--- src/design/ram_params.svh ---
`ifndef RAM_PARAMS_SVH
`define RAM_PARAMS_SVH

// Geometry of the dual-port memory.

// Width of a word address.
// It covers 128 locations, of which only the first RAM_WORDS exist.
`define RAM_ADDR_BITS 7

// Number of words held in the array.
`define RAM_WORDS 80

// Width of one byte lane.
`define RAM_LANE_BITS 16

// Byte lanes per word.
// A full word is RAM_LANES * RAM_LANE_BITS bits wide.
`define RAM_LANES 8

`endif
--- src/design/ram_pkg.sv ---
`default_nettype none

`include "ram_params.svh"

package ram_pkg;

  // Word address.
  // Values of RAM_WORDS and above are out of range.
  typedef logic [`RAM_ADDR_BITS-1:0] addrT;

  // Contents of one byte lane.
  typedef logic [`RAM_LANE_BITS-1:0] laneDataT;

  // A full word.
  // Lane 0 sits in the lowest bits.
  typedef laneDataT [`RAM_LANES-1:0] wordDataT;

  // One bit per lane, used for the active-low write enables.
  typedef logic [`RAM_LANES-1:0] laneMaskT;

  // Everything a port presents in one cycle.
  // The request acts on the edge where sel is high.
  typedef struct packed {
    logic     sel;
    laneMaskT weN;
    addrT     addr;
    wordDataT data;
  } portReqT;

  // A write from one port into one lane column.
  // The port has already qualified en with select, range and mask.
  typedef struct packed {
    logic     en;
    addrT     addr;
    laneDataT data;
  } laneWriteT;

endpackage

`default_nettype wire

--- src/design/byteLane.sv ---
`default_nettype none
`timescale 1ns/100ps

`include "ram_params.svh"

// One 16-bit column of the memory.
// Every word keeps its lane N in the column of lane N, so the top level
// builds a full word from eight of these columns side by side.
module byteLane
  import ram_pkg::*;
(
  input  logic      CKA,

  // Write ports, one per memory port.
  input  laneWriteT wrA,
  input  laneWriteT wrB,

  // Read addresses, one per memory port.
  input  addrT      rdAddrA,
  input  addrT      rdAddrB,

  // Stored contents at the read addresses.
  output laneDataT  rdDataA,
  output laneDataT  rdDataB
);

  // Storage for this lane of every word.
  laneDataT mem [`RAM_WORDS];

  // Port B is applied first and port A last.
  // When both ports hit the same word in one cycle the later
  // nonblocking assignment is the one that sticks, so port A wins.
  always_ff @(posedge CKA)
  begin
    if (wrB.en)
    begin
      mem[wrB.addr] <= wrB.data;
    end
    if (wrA.en)
    begin
      mem[wrA.addr] <= wrA.data;
    end
  end

  // Reads are combinational and see the array as it stands before
  // the coming edge.
  // A port that reads while the other port writes the same word
  // therefore returns the old contents.
  always_comb
  begin
    rdDataA = mem[rdAddrA];
  end

  always_comb
  begin
    rdDataB = mem[rdAddrB];
  end

endmodule

`default_nettype wire

--- config.mk ---
export PLATFORM = sky130hd
export DESIGN_NAME = byteLane
export DESIGN_NICKNAME = d
export VERILOG_FILES = /design/src/design/ram_pkg.sv /design/src/design/byteLane.sv
export VERILOG_INCLUDE_DIRS = /design/src /design/src/design
export SDC_FILE = /design/constraint.sdc
export NUM_CORES = 2
export LEC_CHECK = 0
export BUFFER_PORTS_ARGS = -buffer_cell sky130_fd_sc_hd__buf_2
export CAP_MARGIN = 20
export CORE_MARGIN = 2
export CORE_UTILIZATION = 50
export CTS_CLUSTER_SIZE = 10
export DETAILED_ROUTE_END_ITERATION = 12
export PLACE_DENSITY_LB_ADDON = 0.08
export SLEW_MARGIN = 25
export SYNTH_ARGS = -nofsm -noshare
export SYNTH_HDL_FRONTEND = slang
export SYNTH_SLANG_ARGS = --single-unit
--- constraint.sdc ---
create_clock -name CKA -period 2.7 [get_ports CKA]
set_input_delay 0.135 -clock CKA [delete_from_list [all_inputs] [get_ports CKA]]
set_output_delay 0.135 -clock CKA [all_outputs]
set_load 0.01 [all_outputs]
# Word-level counts from Yosys, hierarchy flattened
# Memories as Yosys holds them, arrays and structs flattened.
# Index checks and enable logic that the tools add are counted.
word_totals:
  reg_bits: 0
  ramBits: 1280
  elab_cells: 5
  memories: 1
classes:
  muxes: 4
memory_table:
  columns: ["memory", "words", "word_bits", "rd", "rd_ports_with_merged_regs", "wr", "line", "rtl"]
  rows:
  - ["mem", 80, 16, 2, 0, 2, "byteLane.sv:28", "laneDataT mem [`RAM_WORDS];"]
op_table:
  columns: ["op", "count"]
  rows:
  - ["two-way mux 1 bit", 4]

# Logic depth before layout (Yosys ltp)
depth:
  word_depth: 2
  mapped_depth: 10
  mapped_depth_nobuf: 6

# Least setup slack after synthesis
# OpenSTA, ideal clock, no wires.
synth_path:
  path_type: "input to register"
  start: "input wrA[19] in the netlist's numbering"
  end: "memory mem[0][0] in the netlist's numbering, enable pin"
  arrival_time_ps: 2056
  required_ps: 2289
  path_slack_ps: 233
  cell_stages: 5
  n_path_buf: 2
  cell_sequence: "buf_2 -> nor4_2 -> nand2_2 -> buf_2 -> o21ai_0"
synth_lines:
  columns: ["item", "line", "rtl"]
  rows:
  - ["from (decl)", "byteLane.sv:15", "input laneWriteT wrA,"]
  - ["to (decl)", "byteLane.sv:28", null]

==> results by group <==
Placed design
  • Port Buffers: 94
  • Setup WS pre-CTS: -0.154 ns
  • GPL Wtd Cong: 1.00
  • Post-DP HPWL: 177,000 µm

Floorplan
  • IO Count: 95
  • Chip Width: 396 µm
  • Die height: just under 400 µm
  • Die outline area: between 150,000 and 200,000 µm²
  • Initial Util: 0.505
  • Core Region: approximately 150,000 µm²
  • Rows: between 100 and 150

Pwr
  • Leak: around 30 nW
  • Peak supply drop: 0.626 mV
  • P per Cell Area: 539 nW/µm²

Synth
  • Post-synth top area share: 0.500
  • Netlist cell types: 39
  • Synth Instances: 5,120
  • Post-synth EDFFs: 1,280
  • Xor and xnor fraction of the mapped netlist area: 0
  • Syn nets: just over 5,000
  • Syn avg cell area: 15.0 µm²
  • Post-Synthesis Cell Area: just under 80,000 µm²
  • Ys flop type: edfxtp_1
  • Asr flop ratio synth: 0
  • Synthesis-stage register bit count: 1,280
  • Compound-gate portion of the synthesized area: 0.0495
  • Sequential area share after synthesis: 0.500
  • Mux cell area share after synthesis: 0.389
  • Top post-synthesis cells by area: edfxtp_1, mux2_2, mux4_2
  • Most frequent cells after synthesis: mux2_2, edfxtp_1, mux2i_1
  • Dominant cell type by area after synthesis: edfxtp_1
  • Area share of fa/ha/maj cells after synthesis: 0
  • Largest family of logic cells by synthesized area: multiplexers
  • Simple-Gate Fraction of Synth Area: 0.0254
  • Most frequent cell after synthesis: mux2_2
  • Synthesis Warnings: 0

GRT
  • First-pass GRT wire length: 383,000 µm
  • Total GRT Usage: 0.345
  • Largest net degree at the start of global routing: between 80 and 90
  • Total grt overflow: 0
  • Number of global-route vias before repair: 50,300
  • Antenna violations before repair: 22

Timing
  • Min cycle time layout: 3.10 ns
  • Max_slew headroom: 0.256
  • Setup TNS: -9.54 ns
  • Worst Setup Slack, final: -0.395 ns
  • Period Utilization, post-route: 1.15
  • Tightest Pin Transition: 1.12 ns
  • Final Hold Fails: 0
  • RSZ-0062 raised after global routing: yes
  • Fin. max-slew vios: 0
  • Peak Freq: 323 MHz
  • Setup-failing EPs final: 32

Clocking
  • CTS tree: yes
  • H-tree depth: 4
  • CTS root buf: clkbuf_16
  • CTS buffer count: 154
  • Clk pin slew, worst setup/hold paths: 0.06 ns
  • Clk sinks: 1,280
  • CTS max path bufs: 3
  • Post-CTS setup buffers: 0

Hold path
  • Hold crit path type: input port to flip-flop

Cells and area
  • Layout area overhead: 14.3%
  • Storage cell area: 38,400 µm²
  • Multi-input logic area: 36,900 µm²
  • Final core utilization: 0.577
  • Layout fillers: 12,000
  • Largest registers: mem: 1280 flops
  • Largest register FFs: approximately 1,300
  • Top reg by flops: mem
  • Final nets: between 5,000 and 6,000
  • Share of cells above drive strength 1: 0.514

Route
  • Drt pass-1 iters: 6
  • DR vias: 50,700
  • Iteration-0 DRC count of the detailed router: 5,858
  • Post-route ant nets: 0
  • Mean routed wirelength per cell: about 37 µm
  • WL final: 273,000 µm
  • DRC: 0
  • Avg Vias per Cell: 6.94

Outcome
  • Status: finished, violations left
  • Failing checks: negative setup slack

Worst setup path
  • Arr. time, crit path: 2.96 ns
  • Critical path required time: 2.57 ns
  • CP max FO: 2
  • CP endpoint kind: output pin
  • Max incr delay on CP: 0.51 ns
  • Startpoint Class: flip-flop
  • Crit Path Category: flip-flop to output pin
  • Critical path's slowest cell: mux4_2
  • Cells along the critical path: mux4_2 -> mux2i_1 -> buf_4 -> a21oi_4 -> o221a_4 -> a211o_1 -> buf_2

Job
  • Max Cap Viol: 0
==> what timing repair did <==
item	CTS	global route
pin swaps	37	36
hold endpoints to repair	19	0
resized for setup	91	37
hold buffers	3	0
endpoints found under the setup margin	32	32
==> worst max-delay path, delay by kind of cell, from the launching register on <==
kind                   cells  cell delay [ns]
muxes                      2             0.69
buffers and inverters      2             0.32
AOI/OAI and AO/OA          3             0.77
DFF                        1             0.39
==> routing by layer <==
layer	up-vias	global-route usage	routed length, µm
li1	20700	-	-
met1	26600	0.471	107000
met2	2785	0.535	125000
met3	571	0.0759	28100
met4	14	0.145	13500
met5	-	0	88
==> report_power, final <==
group / switching (mW) / internal (mW) / total (mW)
Sequential: 0.0665 / 22.0 / 22.1
Clock: 8.21 / 10.8 / 19.0
Combinational: 3.63 / 2.69 / 6.32
Total: 11.9 / 35.5 / 47.4
==> final timing paths <==
kind,start,endpoint,slack (ns),depth (start not counted)
setup / recovery,mem[30][0],rdDataA[0],-0.40,7
hold / removal,wrA[4],mem[15][4],0.004,2
==> cells by family after synthesis <==
logic type | count (synthesis)
flops | 1280
buf+inv | 641
simple gates | 367
compound gates | 528
mux | 2304
==> stage by stage <==
step | std cells | instance area (µm²) | power [mW] | hold slack, ns
6_report | 7304 | 87900 | 47.4 | 0.00432
5_1_grt | 7297 | 87900 | 48.4 | 0.0105
4_1_cts | 7296 | 87500 | 47.4 | 0.0313
3_5_place_dp | 7065 | 82600 | 28.5 | 0.511
3_3_place_gp | 7065 | 82500 | 28.4 | 0.516
2_1_floorplan | 5120 | 76900 | 26.1 | 0.590
==> cell usage in the layout (no fill, tap or decap), types with 72 or more instances in the layout <==
| cell type | count |
|---|---|
| mux2_2 | 1307 |
| edfxtp_1 | 1280 |
| mux2i_1 | 550 |
| mux4_2 | 416 |
| buf_4 | 375 |
| clkbuf_16 | 162 |
| a22oi_1 | 159 |
| buf_12 | 116 |
| nand3_1 | 74 |
| nor2_1 | 72 |
==> final cells by class <==
cell class / instances / area share
Antenna cell: 7 / 0.000199
Tap cell: 2030 / 0.0289
Sequential cell: 1280 / 0.437
Clock buffer: 200 / 0.0477
Clock inverter: 29 / 0.00184
Timing Repair Buffer: 558 / 0.0640
Multi-Input combinational cell: 3199 / 0.420
Inverter: 1 / 0.0000427
Note: power is estimated with default switching activity, not from simulation.
