## config.mk

```make
export PLATFORM = sky130hd
export DESIGN_NAME = ramPort
export DESIGN_NICKNAME = d
export VERILOG_FILES = /design/src/design/ram_pkg.sv /design/src/design/ramPort.sv
export VERILOG_INCLUDE_DIRS = /design/src /design/src/design
export SDC_FILE = /design/constraint.sdc
export NUM_CORES = 1
export LEC_CHECK = 0
export BUFFER_PORTS_ARGS = -buffer_cell sky130_fd_sc_hd__clkbuf_2
export CORE_AREA = 2 2 231 233
export CTS_BUF_LIST = sky130_fd_sc_hd__clkbuf_16
export DETAILED_ROUTE_END_ITERATION = 10
export DIE_AREA = 0 0 233 235
export MAX_ROUTING_LAYER = met4
export PLACE_DENSITY = 0.5
export SYNTH_ARGS = -nofsm -noshare
export SYNTH_HDL_FRONTEND = slang
export SYNTH_SLANG_ARGS = --single-unit
```

## constraint.sdc

```tcl
create_clock -name CKA -period 1.2 [get_ports CKA]
set_input_delay 0.12 -clock CKA [delete_from_list [all_inputs] [get_ports CKA]]
set_output_delay 0.12 -clock CKA [all_outputs]
set_load 0.005 [all_outputs]
```

## src/design/ram_params.svh

```systemverilog
`ifndef RAM_PARAMS_SVH
`define RAM_PARAMS_SVH

// Geometry of the dual-port memory.

// Width of a word address.
// It covers 128 locations, of which only the first RAM_WORDS exist.
`define RAM_ADDR_BITS 7

// Number of words held in the array.
`define RAM_WORDS 80

// Width of one byte lane.
`define RAM_LANE_BITS 16

// Byte lanes per word.
// A full word is RAM_LANES * RAM_LANE_BITS bits wide.
`define RAM_LANES 8

`endif
```

## src/design/ram_pkg.sv

```systemverilog
`default_nettype none

`include "ram_params.svh"

package ram_pkg;

  // Word address.
  // Values of RAM_WORDS and above are out of range.
  typedef logic [`RAM_ADDR_BITS-1:0] addrT;

  // Contents of one byte lane.
  typedef logic [`RAM_LANE_BITS-1:0] laneDataT;

  // A full word.
  // Lane 0 sits in the lowest bits.
  typedef laneDataT [`RAM_LANES-1:0] wordDataT;

  // One bit per lane, used for the active-low write enables.
  typedef logic [`RAM_LANES-1:0] laneMaskT;

  // Everything a port presents in one cycle.
  // The request acts on the edge where sel is high.
  typedef struct packed {
    logic     sel;
    laneMaskT weN;
    addrT     addr;
    wordDataT data;
  } portReqT;

  // A write from one port into one lane column.
  // The port has already qualified en with select, range and mask.
  typedef struct packed {
    logic     en;
    addrT     addr;
    laneDataT data;
  } laneWriteT;

endpackage

`default_nettype wire

```

## src/design/ramPort.sv

```systemverilog
`default_nettype none
`timescale 1ns/100ps

`include "ram_params.svh"

// Request side of one memory port.
// It turns the request into per-lane writes, picks the read address,
// and holds the registered output word.
module ramPort
  import ram_pkg::*;
(
  input  logic                         CKA,
  input  logic                         rstN,

  // Request and output enable from outside.
  input  portReqT                      req,
  input  logic                         oe,

  // One write per lane column.
  output laneWriteT [`RAM_LANES-1:0]   laneWr,

  // Shared read address for all lane columns and the word they return.
  output addrT                         rdAddr,
  input  wordDataT                     rdData,

  // Registered word, forced to zero while oe is low.
  output wordDataT                     dout
);

  // First address past the end of the array.
  localparam addrT wordCount = addrT'(`RAM_WORDS);

  logic     inRange;
  logic     reqValid;
  laneMaskT wrEn;
  wordDataT nextOut;
  wordDataT outReg;

  // Addresses from RAM_WORDS upwards do not exist.
  assign inRange  = (req.addr < wordCount);
  assign reqValid = req.sel & inRange;

  // A lane is written when the request is live and its enable is low.
  assign wrEn = {`RAM_LANES{reqValid}} & ~req.weN;

  // Lane writes are combinational and land in the columns at this edge.
  always_comb
  begin
    for (int i = 0; i < `RAM_LANES; i++)
    begin
      laneWr[i].en   = wrEn[i];
      laneWr[i].addr = req.addr;
      laneWr[i].data = req.data[i];
    end
  end

  // Keep the array index inside the storage for out-of-range requests.
  // Their read data is discarded below in any case.
  assign rdAddr = inRange ? req.addr : '0;

  // Written lanes pass the new data straight through.
  // Other lanes take the contents from before the edge.
  always_comb
  begin
    if (!inRange)
    begin
      nextOut = '0;
    end
    else
    begin
      for (int i = 0; i < `RAM_LANES; i++)
      begin
        if (wrEn[i])
        begin
          nextOut[i] = req.data[i];
        end
        else
        begin
          nextOut[i] = rdData[i];
        end
      end
    end
  end

  // Loads on a selected cycle and holds otherwise.
  always_ff @(posedge CKA or negedge rstN)
  begin
    if (!rstN)
    begin
      outReg <= '0;
    end
    else if (req.sel)
    begin
      outReg <= nextOut;
    end
  end

  // A disabled port drives zero rather than floating.
  assign dout = oe ? outReg : '0;

endmodule

`default_nettype wire

```

## After elaboration in Yosys (flattened, before gate mapping)

Cells that the tools add are included.
W data, S select, Z words.

| cells by class | value |
|---|---|
| magnitude comparators | 1 |
| multiplexer cells | 11 |
| bitwise operators | 3 |

Operator list:

| kind | count |
|---|---|
| $mux W128 | 2 |
| $mux W16 | 8 |
| $and A8 B8 Y8 | 1 |
| $not A8 Y8 | 1 |
| $lt A7 B7 Y1 const B | 1 |
| $mux W7 | 1 |
| $and A1 B1 Y1 | 1 |

| storage, ports and cells | value |
|---|---|
| bits in registers | 128 |
| logic and storage cells | 23 |

## Depth between registers and ports, before layout

Gate-level depths: netlist of run 1.

| depth | value |
|---|---|
| word-level depth | 5 |
| depth in mapped cells | 5 |
| depth with buffers taken out | 2 |

## Worst setup path before layout of run 1

Ideal clock, no wire load.

| timing path | value |
|---|---|
| path kind | in2reg |
| from | input port req[143] (netlist bit) |
| to | register outReg[0] (netlist bit) |
| arrival time | 0.818 ns |
| required time | 1.113 ns |
| setup slack | 0.295 ns |
| stages on the path | 5 |
| path through | buf_4 > o211a_4 > buf_12 > buf_12 > a211oi_2 |

| on the way | value |
|---|---|
| longest elaborated chain between the ends | 4 |

RTL lines:

| element | RTL line | text |
|---|---|---|
| from (decl) | ramPort.sv:16 | `input portReqT req,` |
| $and A1 B1 Y1 | ramPort.sv:41 | `assign reqValid = req.sel & inRange;` |
| $and A8 B8 Y8 | ramPort.sv:44 | `` assign wrEn = {`RAM_LANES{reqValid}} & ~req.weN; `` |
| $mux W16 | ramPort.sv:73 | `if (wrEn[i])` |
| $mux W128 | ramPort.sv:65 | `if (!inRange)` |
| to (signal assigned) | ramPort.sv:94 | `outReg <= nextOut;` |
| to (decl) | ramPort.sv:37 | `wordDataT outReg;` |

Parallel ways exist; a longest one is shown, timed or not.
A chain may end at the register's enable or synchronous reset.

==> results.md, run 1 <==
- The final hold violation count is 0.
- The worst pin sits at a relative slew slack of between 60% and 70%.
- The largest fanout on the critical path is 2.
- The number of enable flip-flop cells after synthesis is 0.
- The switching power summed over all nets is 0.00426 W.
- The run finished, with violations left.
- The starting DRC count in detailed routing is 302.
- The layout overhead on the synthesized area is 51.3%.
- For the pin with the worst max-slew slack, the measured transition is 0.487 ns.
- In this run the most critical hold path is launched from req[36].
- The worst hold margin is between 0.015 and 0.02 ns.
- The overall die width is 233 µm.
- The commonest cells after synthesis are buf_4, and2_1, dfrtp_1, mux2i_1, nor2_1.
- The number of vias after detailed routing is 8456.
- The cell count after synthesis came out at 916.
- Summed over all layers, the global routing overflow is 0.
- The net count after synthesis is between 1000 and 1500.
- The TritonCTS clock tree is built.
- The path class of the tightest hold or removal check is primary input to register.
- Summing the areas of all and, or, nand and nor instances in the mapped netlist gives approximately 14% of the synthesized area.
- The first-pass iteration count of the detailed router is 4.
- The site row count is 84.
- STA classifies the critical path startpoint as a register.
- The detail route stage leaves a number of antenna-violating nets equal to 0.
- 602 I/O pins were placed.
- The checks that failed: setup timing.
- The main flop type after synthesis is dfrtp_1.
- The nature of the critical path endpoint is an output pin.
- The routed via count divided by cell count is 3.83.
- The fill cell total of the finished layout is 5578.
- At the worst endpoint, the required time is 1.08 ns.
- Setup repair after global routing could not meet its margin everywhere.
- The flop-to-flop setup slack is between 0.2 and 0.3 ns.
- The synthesized netlist devotes between 10% and 20% of its cell area to compound gates.
- The critical path is of the register to output pin type.
- Cell internal power was estimated by the tool at 0.0107 W.
- The final antenna diode count is 0.
- The cell depth of the worst flop-to-flop path is 4.
- The area share of the leading cell type in the synthesized netlist is 33.9%.
- The register bank with the most flops is outReg.
- Data arrives at the worst endpoint at 1.15 ns.
- Entering global routing, the biggest net connects 75 pins.
- The cell with the most instances after synthesis is buf_4.
- The H-tree was split into 4 levels.
- Clock latency on the worst-skew pair, taken at its later pin, is 0.47 ns.
- Power spread over the standard cell area amounts to 1050 mW/mm².
- In the finished design, the share of the clock period the worst path needs comes to 106%.
- The final weighted congestion in routability-driven placement is 0.825.
- Setup violations remaining at the end of the flow were counted as roughly 130.
- The async set-or-reset flop fraction in the synthesized netlist is between 90% and 100%.
- The number of antenna violations at the first check in global routing was 0.
- The fraction of power consumed by the clock network is 36.5%.
- The count of synthesis-stage warnings from yosys is 0.
- After clock tree synthesis, the clock-pin slew on the worst setup and hold paths is 0.06 ns.
- The number of library cell types mapped by synthesis is 17.
- The post-detailed-route wirelength per cell is roughly 14 µm.
- Global routing used 11.5% of the available tracks across all layers.
- The sink of the worst hold path is outReg[36].
- The floorplan step defined a die boundary enclosing 0.0548 mm².
- The die extent in y is 235 µm.
- At the end of the flow, the number of nets in the layout was 1781.
- The port buffer count is 601.
- Net switching is 28.5% of the power.
- On the final layout, the worst clock skew is 0 ns.
- The first-pass GRT wire length is 46.4 mm.
- The design area is 0.0143 mm².
- The smallest clock period supported by the final layout is computed as 1.27 ns.
- After synthesis the cells add up to 0.00944 mm².
- The worst IR drop on VDD is 0.978 mV.
- The sum of routed wire length over all layers is 31.6 mm.
- The number of buffers on the longest clock path is 2.
- The post-synthesis sequential element count is between 100 and 150.
- In the routed design, unresolved DRC markers number 0.
- Summing the areas of all fa, ha and maj instances in the mapped netlist gives 0% of the synthesized area.
- Sequential elements use 33.9% of the synthesized area.
- The area of the core is approximately 0.052 mm².
- The number of maximum-capacitance violations is 0.
- The power share of the combinational group is 29.5%.
- The register with the most flip-flops in the layout has approximately 130 of them.
- The final critical-path setup slack is -0.0680 ns.
- The number of buffers created by CTS is 17.
- The max-slew violation count is 0.
- Yosys attributes the largest share of cell area to dfrtp_1, a211oi_2, buf_4.
- The post-DP HPWL is between 20 and 25 mm.
- The number of global-route vias before repair is 8453.
- Derived from the worst setup path, the maximum achievable clock frequency is 0.789 GHz.
- The initial utilization of the core area, before any placement, comes to 18.1%.
- The placed cell area is between 0.01 and 0.015 mm².
- The area share of xor/xnor cells in the synthesized design is 0%.
- Measured against the total synthesized area, the mux share comes to 13.6%.
- The clock sink count is 128.
- The worst hold path passes through 3 cells.
- In this run the clock root is driven by a clkbuf_16.
- The synthesized design spends more area on one cell type than any other, namely dfrtp_1.
- Sequential cells account for 34.0% of the total power.
- The leakage power summed over all cells is 7.28 nW.
- The largest family of logic cells by synthesized area is buffers and inverters.
- Cells with a size suffix above 1 make up 61.6% of the layout.
- The largest registers in the layout are outReg (128).
- In this run the critical register-to-register path is captured at outReg[48].
- The worst register-to-register path begins at outReg[48].
- A synthesized cell averages roughly 10 µm².
final cells by class:
class	count	area, µm²	area share (%)
Clock buffer	17	425	2.98
Clock inverter	15	179	1.25
Inverter	1	3.75	0.0263
Multi-Input combinational cell	529	4360	30.5
Sequential cell	128	3200	22.4
Tap cell	688	861	6.03
Timing Repair Buffer	829	5250	36.8
routing by layer:
metal  global-route usage [%]  routed length (µm)  part of all wire, %  vias to the layer above
met5                        -                   0                    0                        -
met4                     5.37                1010                  3.2                        0
met3                     2.74                1850                  5.8                       39
met2                     20.0               16200                   51                      349
met1                     12.4               12500                   40                     3937
li1                         -                   -                    -                     4131
cell families after synthesis:
family / after synthesis
simple gates: 271
buf+inv: 259
compound gates: 130
mux: 128
flops: 128
critical path, cell delays in order, from the launching register on:
cell and delay [ns]:
dfrtp_1 0.39, and2_4 0.18, clkbuf_2 0.11
power groups by stage:
stage                     combinational [W]  sequential (W)  clock (W)
after global routing                0.00480         0.00514    0.00586
after floorplan                     0.00233         0.00506          0
after CTS                           0.00426         0.00508    0.00572
after global placement              0.00368         0.00516          0
after detailed placement            0.00375         0.00515          0
final                               0.00441         0.00509    0.00545
what timing repair did:
item | 4_1_cts | 5_1_grt
resized for setup | 17 | 41
setup endpoints to repair | 128 | 151
setup buffers | 31 | 32
endpoints found under the hold margin | 188 | 0
pin swaps | 6 | 7
hold buffers | 103 | 0
metrics by stage:
| stage | setup TNS [ns] | instances | setup slack [ns] | total power [W] | util, % |
|---|---|---|---|---|---|
| after floorplan | 0 | 916 | 0.295 | 0.00739 | - |
| after global placement | 0 | 2025 | 0.0341 | 0.00884 | 23.3 |
| after detailed placement | -0.0264 | 2025 | -0.0219 | 0.00889 | 23.3 |
| after CTS | -11.23 | 2191 | -0.129 | 0.0151 | 26.9 |
| after global routing | -11.76 | 2207 | -0.132 | 0.0158 | 27.3 |
| final | -3.08 | 2207 | -0.0680 | 0.0149 | 27.3 |
how the worst max path moves through the flow:
stage / from / endpoint / slack [ns]
6_report: outReg[47] / dout[47] / -0.07
5_1_grt: outReg[23] / dout[23] / -0.13
4_1_cts: outReg[47] / dout[47] / -0.13
3_5_place_dp: req[132] / outReg[121] / -0.02
3_3_place_gp: req[132] / laneWr[191] / 0.03
2_1_floorplan: req[143] / outReg[0] / 0.30
placed cells by master, fill, tap and decap left out:
cell type / n
clkbuf_16: 17
clkinv_1: 1
clkbuf_2: 591
clkinv_4: 1
inv_1: 4
a211oi_1: 4
buf_4: 122
bufinv_16: 4
o211a_4: 1
o21a_1: 1
clkinv_2: 4
a211oi_2: 124
and2_1: 89
buf_8: 1
buf_6: 8
buf_12: 20
nor2b_1: 6
mux2i_1: 128
nor2_1: 128
nor3_2: 1
dlygate4sd3_1: 87
nor3b_1: 1
nor3_1: 7
dfrtp_1: 128
clkinvlp_4: 2
and2_4: 39
No activity file was read; power rests on OpenSTA's default activity.
==> inputs of run 2 (changes only) <==
- ABC_AREA: not set -> 1
- CORE_AREA: 2 2 231 233 -> 2 2 234 236
- DIE_AREA: 0 0 233 235 -> 0 0 236 238
- PLACE_DENSITY: 0.5 -> 0.48
==> run 2 against run 1 <==
Net effect:
- the run ends with hold timing, setup timing left
- setup slack better by 0.0070 ns
- highest routed layer unchanged
- count of clock-buffer cells in the layout is the same
- die area up 2.6%
- largest cell class unchanged
- routed wire length rose by 18%
- maximum frequency grew 0.55%
- clock skew unchanged
==> results.md, run 2 <==
- The effective utilization at floorplan was 17.0% (was 18.1%).
- The worst hold margin is -0.00416 ns (was 0.0178 ns).
- The core occupancy in the finished layout came to 26.9% (was 27.3%).
- The port buffer count is 601 (unchanged).
- The actual slew at the worst max-slew pin is 0.454 ns (was 0.487 ns).
- The number of buffers created by CTS is 17 (unchanged).
- The cell internal power dissipation is 0.00971 W (was 0.0107 W).
- The capture point of the critical path is dout[1] (was dout[47]).
- The fill cell total of the finished layout is 5996 (was 5578).
- The netlist area before placement is 0.00912 mm² (was 0.00944 mm²).
- The level count of the clock H-tree is 4 (unchanged).
- The max-slew violation count was 0 (unchanged).
- The leading area contributor after synthesis is dfrtp_1 (unchanged).
- The number of buffers on the longest clock path is 2 (unchanged).
- The final period utilization is 105% (was 106%).
- The number of enable flip-flop cells after synthesis is 0 (unchanged).
- The TritonCTS clock tree is built (unchanged).
- The switching power summed over all nets is 0.00437 W (was 0.00426 W).
- The register bank with the most flops is outReg (unchanged).
- The final weighted congestion in routability-driven placement is 0.921 (was 0.825).
- The async set-or-reset flop fraction in the synthesized netlist is 100% (unchanged).
- The mean area per synthesized cell is 6.29 µm² (was 10.3 µm²).
- The flop-to-flop setup slack is 0.35 ns (was 0.28 ns).
- The net count after synthesis is 1725 (was 1191).
- The cell count after synthesis is 1450 (was 916).
- The destination of the worst register-to-register timing path is outReg[98] (was outReg[48]).
- The net switching share of the total power came to 31.0% (was 28.5%).
- The required time reported for the critical path endpoint came to 1.08 ns (about the same).
- The overall die width is 236 µm (was 233 µm).
- Leading cell types in the layout, fill and taps excluded: nand2_1, clkbuf_2, dlygate4sd3_1 (was clkbuf_2, mux2i_1, nor2_1, dfrtp_1, a211oi_2).
- The relative contribution of sequential cells to total power came to 35.3% (was 34.0%).
- The area share of the leading cell type in the synthesized netlist is 35.1% (was 33.9%).
- The cell with the most instances after synthesis is nand2_1 (was buf_4).
- The worst IR drop on VDD came to 0.967 mV (was 0.978 mV).
- The arrival time reported for the critical path endpoint is 1.14 ns (was 1.15 ns).
- The first-pass iteration count of the detailed router is 5 (was 4).
- The layout net count is 2332 (was 1781).
- The site row count came to 85 (was 84).
- The placed cell area came to 0.0117 mm² (was 0.0122 mm²).
- The starting DRC count in detailed routing was 469 (was 302).
- The overflow left after global routing is 0 (unchanged).
- The largest fanout on the critical path is 2 (unchanged).
- The clock tree root driver cell is clkbuf_16 (unchanged).
- The post-DP HPWL is 27.8 mm (was 24.4 mm).
- The die extent in y is 238 µm (was 235 µm).
- The kind of critical path is register to output pin (unchanged).
- The number of vias after detailed routing is 10697 (was 8456).
- The post-route antenna net violation count is 0 (unchanged).
- The worst max-slew margin expressed relative to the limit came to 69.7% (was 67.5%).
- The sum of routed wire length over all layers is 37.4 mm (was 31.6 mm).
- The most common cell after layout, fill and taps aside is nand2_1 (was clkbuf_2).
- The first element of the critical path is outReg[1] (was outReg[47]).
- The total I/O pin count was 602 (unchanged).
- RSZ-0062 raised after global routing: true (unchanged).
- Critical path cell sequence: nand2_2 -> inv_2 -> clkbuf_2 (was and2_4 -> clkbuf_2).
- The layout overhead on the synthesized area is 57.8% (was 51.3%).
- The main flop type after synthesis is dfrtp_1 (unchanged).
- The clock-pin slew reported for the worst setup and hold paths after clock tree synthesis was 0.06 ns (about the same).
- The origin of the critical flop-to-flop path was outReg[98] (was outReg[48]).
- The worst clock skew came to 0 ns (unchanged).
- Violated checks: hold timing, setup timing (was setup timing).
- The final setup violation count came to 15 (was 128).
- The pin count of the biggest net entering global routing is 73 (was 75).
- The all-layer global routing usage came to 13.4% (was 11.5%).
- The post-synthesis sequential element count is 128 (unchanged).
- The source-to-sink clock delay at the later pin of the worst-skew pair is 0.46 ns (was 0.47 ns).
- The detailed-route DRC error count is 0 (unchanged).
- Result of the run: finished, violations left (unchanged).
- The design area is 0.0144 mm² (was 0.0143 mm²).
- The number of library cell types mapped by synthesis is 10 (was 17).
- Top post-synthesis cells by count: nand2_1, buf_4, inv_1, dfrtp_1, nand3_1 (was buf_4, and2_1, dfrtp_1, mux2i_1, nor2_1).
- The number of global-route vias before repair was 10607 (was 8453).
- The routed via count divided by cell count is 3.87 (was 3.83).
- The classification of the worst-slack hold path is primary input to register (unchanged).
- The cell depth of the worst flop-to-flop path is 4 (unchanged).
- The number of maximum-capacitance violations is 0 (unchanged).
- The number of antenna violations at the first check in global routing came to 1 (was 0).
- Synth area leaders: dfrtp_1, nand2_1, buf_4 (was dfrtp_1, a211oi_2, buf_4).
- Top flop regs: outReg (128) (unchanged).
- The delay contributed by the slowest stage of the critical path is 0.42 ns (was 0.39 ns).
- The die outline area is 0.0562 mm² (was 0.0548 mm²).
- The leakage power summed over all cells is 9.32 nW (was 7.28 nW).
- The nature of the critical path startpoint was a register (unchanged).
- The time the final worst path needs with I/O delays and setup is 1.26 ns (was 1.27 ns).
- The post-detailed-route wirelength per cell is 13.5 µm (was 14.3 µm).
- The final critical-path setup slack is -0.0611 ns (was -0.0680 ns).
- The post-synthesis sequential area ratio is 35.1% (was 33.9%).
- The share of layout cells above drive strength 1 is 36.6% (was 61.6%).
- The cell with the largest stage delay on the worst path is dfrtp_1 (unchanged).
- The fraction of power consumed by the clock network was 36.8% (was 36.5%).
- The area of the core is 0.0535 mm² (was 0.0522 mm²).
- The power per cell area is 978 mW/mm² (was 1050 mW/mm²).
- The count of synthesis-stage warnings from yosys is 0 (unchanged).
- The maximum clock rate came to 0.793 GHz (was 0.789 GHz).
- The number of flip-flops under the largest register name is 128 (unchanged).
- The power share of the combinational group was 27.8% (was 29.5%).
- The clock sink count came to 128 (unchanged).
- The nature of the critical path endpoint is an output pin (unchanged).
- The first-pass GRT wire length was 57.1 mm (was 46.4 mm).
- The final hold violation count came to 3 (was 0).
-- run 2: cell types whose count changed after synthesis, sizes merged, moves of 6 or more --
cell,before,now
inv,0,145
a211oi,128,0
nand2,0,770
clkbuf,14,24
nor2b,6,0
and2,128,0
nor2,128,14
nor3,8,0
mux2i,128,0
nand3,0,128
-- run 2: per-layer routing --
| layer | track usage [%] | wire [µm] |
|---|---|---|
| met2 | 22.0 | 18300 |
| met4 | 5.56 | 931 |
| met3 | 2.72 | 1860 |
| met5 | - | 0 |
| met1 | 16.1 | 16400 |
-- run 2: cell families after synthesis --
family          after synthesis  share of synthesized area, %
compound gates                1                        0.0961
buf+inv                     409                          25.5
flops                       128                          35.1
simple gates                912                          39.3
-- run 2: layout make-up --
cell class	instances	area, µm²	area share (%)
Clock inverter	15	145	1.01
Multi-Input combinational cell	913	3630	25.2
Antenna cell	1	2.50	0.0174
Clock buffer	17	425	2.96
Timing Repair Buffer	852	5560	38.6
Tap cell	696	871	6.05
Sequential cell	128	3200	22.3
Inverter	145	551	3.82
-- run 2: worst max-delay path: cells and delay by family, from the launching register on --
family        cells  cell delay (ns)
simple gates      1             0.12
flops             1             0.42
buf+inv           2             0.14
-- run 2: repair_timing --
item / CTS / global route
hold buffers: 231 / 0
endpoints found under the hold margin: 253 / 0
gates cloned: 0 / 0
setup endpoints to repair: 133 / 222
gates resized for setup: 20 / 33
setup buffers: 27 / 34
pin swaps: 4 / 16
-- run 2: per-stage QoR --
step	cells	worst slack, ns	TNS [ns]	power, W
after floorplan	1450	0.334	0	0.00680
after global placement	2522	-0.0152	-0.0232	0.00823
after detailed placement	2522	-0.0625	-0.145	0.00825
after CTS	2812	-0.144	-4.57	0.0145
after global routing	2767	-0.145	-7.06	0.0150
final	2767	-0.0611	-0.218	0.0141
-- run 2: how the worst min path moves through the flow --
stage                              to     start  depth (start not counted)
after CTS                  outReg[48]   req[48]                          5
final                     outReg[101]  req[101]                          5
after global routing       outReg[95]   req[95]                          5
after detailed placement   outReg[33]      rstN                          1
after global placement     outReg[33]      rstN                          1
after floorplan             outReg[0]      rstN                          0
-- run 2: power groups by stage --
stage | sequential (W) | clock (W) | combinational [W]
6_report | 0.00497 | 0.00518 | 0.00392
3_5_place_dp | 0.00504 | 0 | 0.00320
5_1_grt | 0.00502 | 0.00564 | 0.00438
3_3_place_gp | 0.00504 | 0 | 0.00319
2_1_floorplan | 0.00498 | 0 | 0.00182
4_1_cts | 0.00497 | 0.00547 | 0.00406
==> inputs of run 3 (changes only) <==
--- a/config.mk
+++ b/config.mk
@@ -16,2 +16,3 @@
 export PLACE_DENSITY = 0.48
+export SKIP_LAST_GASP = 1
 export SYNTH_ARGS = -nofsm -noshare
==> constraint.sdc (replaced) <==
create_clock -name CKA -period 1.2 [get_ports CKA]
set_input_delay 0.24 -clock CKA [delete_from_list [all_inputs] [get_ports CKA]]
set_output_delay 0.24 -clock CKA [all_outputs]
set_load 0.005 [all_outputs]
==> run 3 against run 2 <==
Net effect:
- the run ends with setup timing left
- flip-flop and latch count unchanged
- count of clock-buffer cells in the layout unchanged
- power about the same
- cell count down 4.6%
- sequential power about the same
- design area down 8.7%
- critical endpoint is now dout[80]
- routed wire length down 5.4%
- clock power up 6.9%
- combinational power down 9.7%
==> results.md, run 3 (same netlist as run 2, synthesis figures left out) <==
- The post-place setup slack is -0.127 ns (was -0.0625 ns).
- The worst IR drop on VDD is 0.975 mV (was 0.967 mV).
- The number of buffers on the longest clock path is 2 (unchanged).
- The fraction of power consumed by the clock network was 39.4% (was 36.8%).
- The worst max-slew margin expressed relative to the limit is 64.5% (was 69.7%).
- The relative contribution of sequential cells to total power is 35.4% (was 35.3%).
- Violated checks: setup timing (was hold timing, setup timing).
- The first-pass iteration count of the detailed router was 5 (unchanged).
- RSZ-0062 raised after global routing: true (unchanged).
- The sum of routed wire length over all layers is 35.4 mm (was 37.4 mm).
- The final antenna diode count came to 0 (was 1).
- The final weighted congestion in routability-driven placement is 0.879 (was 0.921).
- The flop-to-flop setup slack is 0.35 ns (about the same).
- The filler-free cell count of the finished design is 2639 (was 2767).
- The first-pass GRT wire length is 53.0 mm (was 57.1 mm).
- The port buffer count was 601 (unchanged).
- The net switching share of the total power is 31.2% (was 31.0%).
- The post-DP HPWL is 28.1 mm (was 27.8 mm).
- The number of buffers created by CTS is 17 (unchanged).
- The share of layout cells above drive strength 1 was 40.5% (was 36.6%).
- The leakage power summed over all cells was 8.83 nW (was 9.32 nW).
- The final critical-path setup slack came to -0.171 ns (was -0.0611 ns).
- The all-layer global routing usage came to 12.6% (was 13.4%).
- The layout net count was 2205 (was 2332).
- The final period utilization is 114% (was 105%).
- Critical path cell sequence: nand2_1 -> inv_1 -> clkbuf_2 (was nand2_2 -> inv_2 -> clkbuf_2).
- Top flop regs: outReg (128) (unchanged).
- The number of antenna violations at the first check in global routing is 0 (was 1).
- The TritonCTS clock tree is built (unchanged).
- The switching power summed over all nets is 0.00439 W (was 0.00437 W).
- The register bank with the most flops is outReg (unchanged).
- The die extent in y is 238 µm (unchanged).
- The worst clock skew is 0 ns (unchanged).
- The first element of the critical path is outReg[80] (was outReg[1]).
- The final setup violation count is 136 (was 15).
- The worst hold path depth is 5 (unchanged).
- The maximum clock rate is 0.729 GHz (was 0.793 GHz).
- The capture point of the critical path is dout[80] (was dout[1]).
- The most common cell after layout, fill and taps aside is nand2_1 (unchanged).
- The origin of the critical flop-to-flop path is outReg[49] (was outReg[98]).
- The level count of the clock H-tree is 4 (unchanged).
- The pin count of the biggest net entering global routing is 66 (was 73).
- The cell depth of the worst flop-to-flop path is 4 (unchanged).
- The placed cell area is 0.0119 mm² (was 0.0117 mm²).
- The source-to-sink clock delay at the later pin of the worst-skew pair is 0.46 ns (about the same).
- The clock sink count is 128 (unchanged).
- The cell internal power dissipation came to 0.00967 W (was 0.00971 W).
- The post-route antenna net violation count is 0 (unchanged).
- The area of the core is 0.0535 mm² (unchanged).
- The max-slew violation count was 0 (unchanged).
- The overflow left after global routing is 0 (unchanged).
- The arrival time reported for the critical path endpoint is 1.13 ns (was 1.14 ns).
- The cell total after placement is 2544 (was 2522).
- The routed via count divided by cell count is 3.81 (was 3.87).
- The buffers plus inverters on the worst setup path is 2 (unchanged).
- The kind of critical path is register to output pin (unchanged).
- The cell with the largest stage delay on the worst path was dfrtp_1 (unchanged).
- The number of maximum-capacitance violations is 0 (unchanged).
- The destination of the worst register-to-register timing path is outReg[49] (was outReg[98]).
- The effective utilization at floorplan is 17.0% (unchanged).
- The critical path's top delay family is flip-flops (unchanged).
- The time the final worst path needs with I/O delays and setup came to 1.37 ns (was 1.26 ns).
- The detailed-route DRC error count is 0 (unchanged).
- The post-detailed-route wirelength per cell is 13.4 µm (was 13.5 µm).
- The classification of the worst-slack hold path is primary input to register (unchanged).
- The die outline area came to 0.0562 mm² (unchanged).
- The number of global-route vias before repair came to 9616 (was 10607).
- The clock tree root driver cell is clkbuf_16 (unchanged).
- The number of flip-flops under the largest register name is 128 (unchanged).
- The design area is 0.0131 mm² (was 0.0144 mm²).
- The site row count is 85 (unchanged).
- The power per cell area was 1070 mW/mm² (was 978 mW/mm²).
- Result of the run: finished, violations left (unchanged).
- The power share of the combinational group is 25.2% (was 27.8%).
- The delay contributed by the slowest stage of the critical path is 0.38 ns (was 0.42 ns).
- The number of vias after detailed routing is 10059 (was 10697).
- The layout overhead on the synthesized area is 44.2% (was 57.8%).
- Leading cell types in the layout, fill and taps excluded: nand2_1, clkbuf_2, inv_1 (was nand2_1, clkbuf_2, dlygate4sd3_1).
- The clock-pin slew reported for the worst setup and hold paths after clock tree synthesis was 0.07 ns (was 0.06 ns).
- The total I/O pin count is 602 (unchanged).
- The nature of the critical path startpoint is a register (unchanged).
- The starting DRC count in detailed routing is 443 (was 469).
- The largest fanout on the critical path is 2 (unchanged).
- The number of stages on the worst setup path is 3 (unchanged).
- The actual slew at the worst max-slew pin was 0.532 ns (was 0.454 ns).
- The required time reported for the critical path endpoint is 0.96 ns (was 1.08 ns).
- The overall die width was 236 µm (unchanged).
- The nature of the critical path endpoint is an output pin (unchanged).
- The final hold violation count is 0 (was 3).
run 3: power groups by stage:
| stage | Sequential (W) | Clock, W | Combinational, W |
|---|---|---|---|
| floorplan | 0.00498 | 0 | 0.00182 |
| global placement | 0.00506 | 0 | 0.00323 |
| detailed placement | 0.00506 | 0 | 0.00325 |
| CTS | 0.00498 | 0.00573 | 0.00342 |
| global route | 0.00503 | 0.00593 | 0.00398 |
| finish | 0.00498 | 0.00554 | 0.00354 |
run 3: what timing repair did:
| action | 4_1_cts | 5_1_grt |
|---|---|---|
| endpoints found under the hold margin | 128 | 0 |
| endpoints found under the setup margin | 141 | 141 |
| hold buffers | 1 | 0 |
| pin swaps | 102 | 14 |
| gates resized for setup | 42 | 25 |
| buffers inserted | 25 | 37 |
run 3: per-layer routing:
layer / routed length, µm / up-vias / track usage [%]
li1: - / 5095 / -
met1: 15800 / 4655 / 15.5
met2: 17700 / 284 / 21.0
met3: 1440 / 25 / 2.22
met4: 419 / 0 / 3.90
met5: 0 / - / -
run 3: worst reg2reg max path, stage by stage (launching register included):
cell and delay [ns]:
dfrtp_1 0.39, buf_4 0.14, buf_4 0.12, nand2_1 0.05, nand2_1 0.05
run 3: area by class of cell:
cell class              instances  area, µm²
clock buffers                  17        425
clock inverters                15        183
fillers                      6090      40300
inverters                     145        554
multi-input cells             913       3690
flip-flops and latches        128       3200
well taps                     696        871
repair buffers                725       4220
run 3: worst min-delay path by stage:
stage | startpoint | to | slack (ns)
floorplan | rstN | outReg[0] | -0.06
global placement | rstN | outReg[32] | 0.15
detailed placement | rstN | outReg[32] | 0.15
CTS | rdData[113] | outReg[113] | 0.05
global route | rdData[110] | outReg[110] | 0.09
finish | rdData[99] | outReg[99] | 0.1
run 3: stage by stage:
| stage | hold WS, ns | power (W) | TNS (ns) | utilization [%] |
|---|---|---|---|---|
| floorplan | -0.0556 | 0.00680 | 0 | - |
| finish | 0.0956 | 0.0141 | -12.14 | 24.6 |
| global route | 0.0925 | 0.0149 | -22.01 | 24.6 |
| global placement | 0.150 | 0.00828 | -8.17 | 22.2 |
| detailed placement | 0.146 | 0.00830 | -10.53 | 22.2 |
| CTS | 0.0546 | 0.0141 | -18.91 | 23.9 |
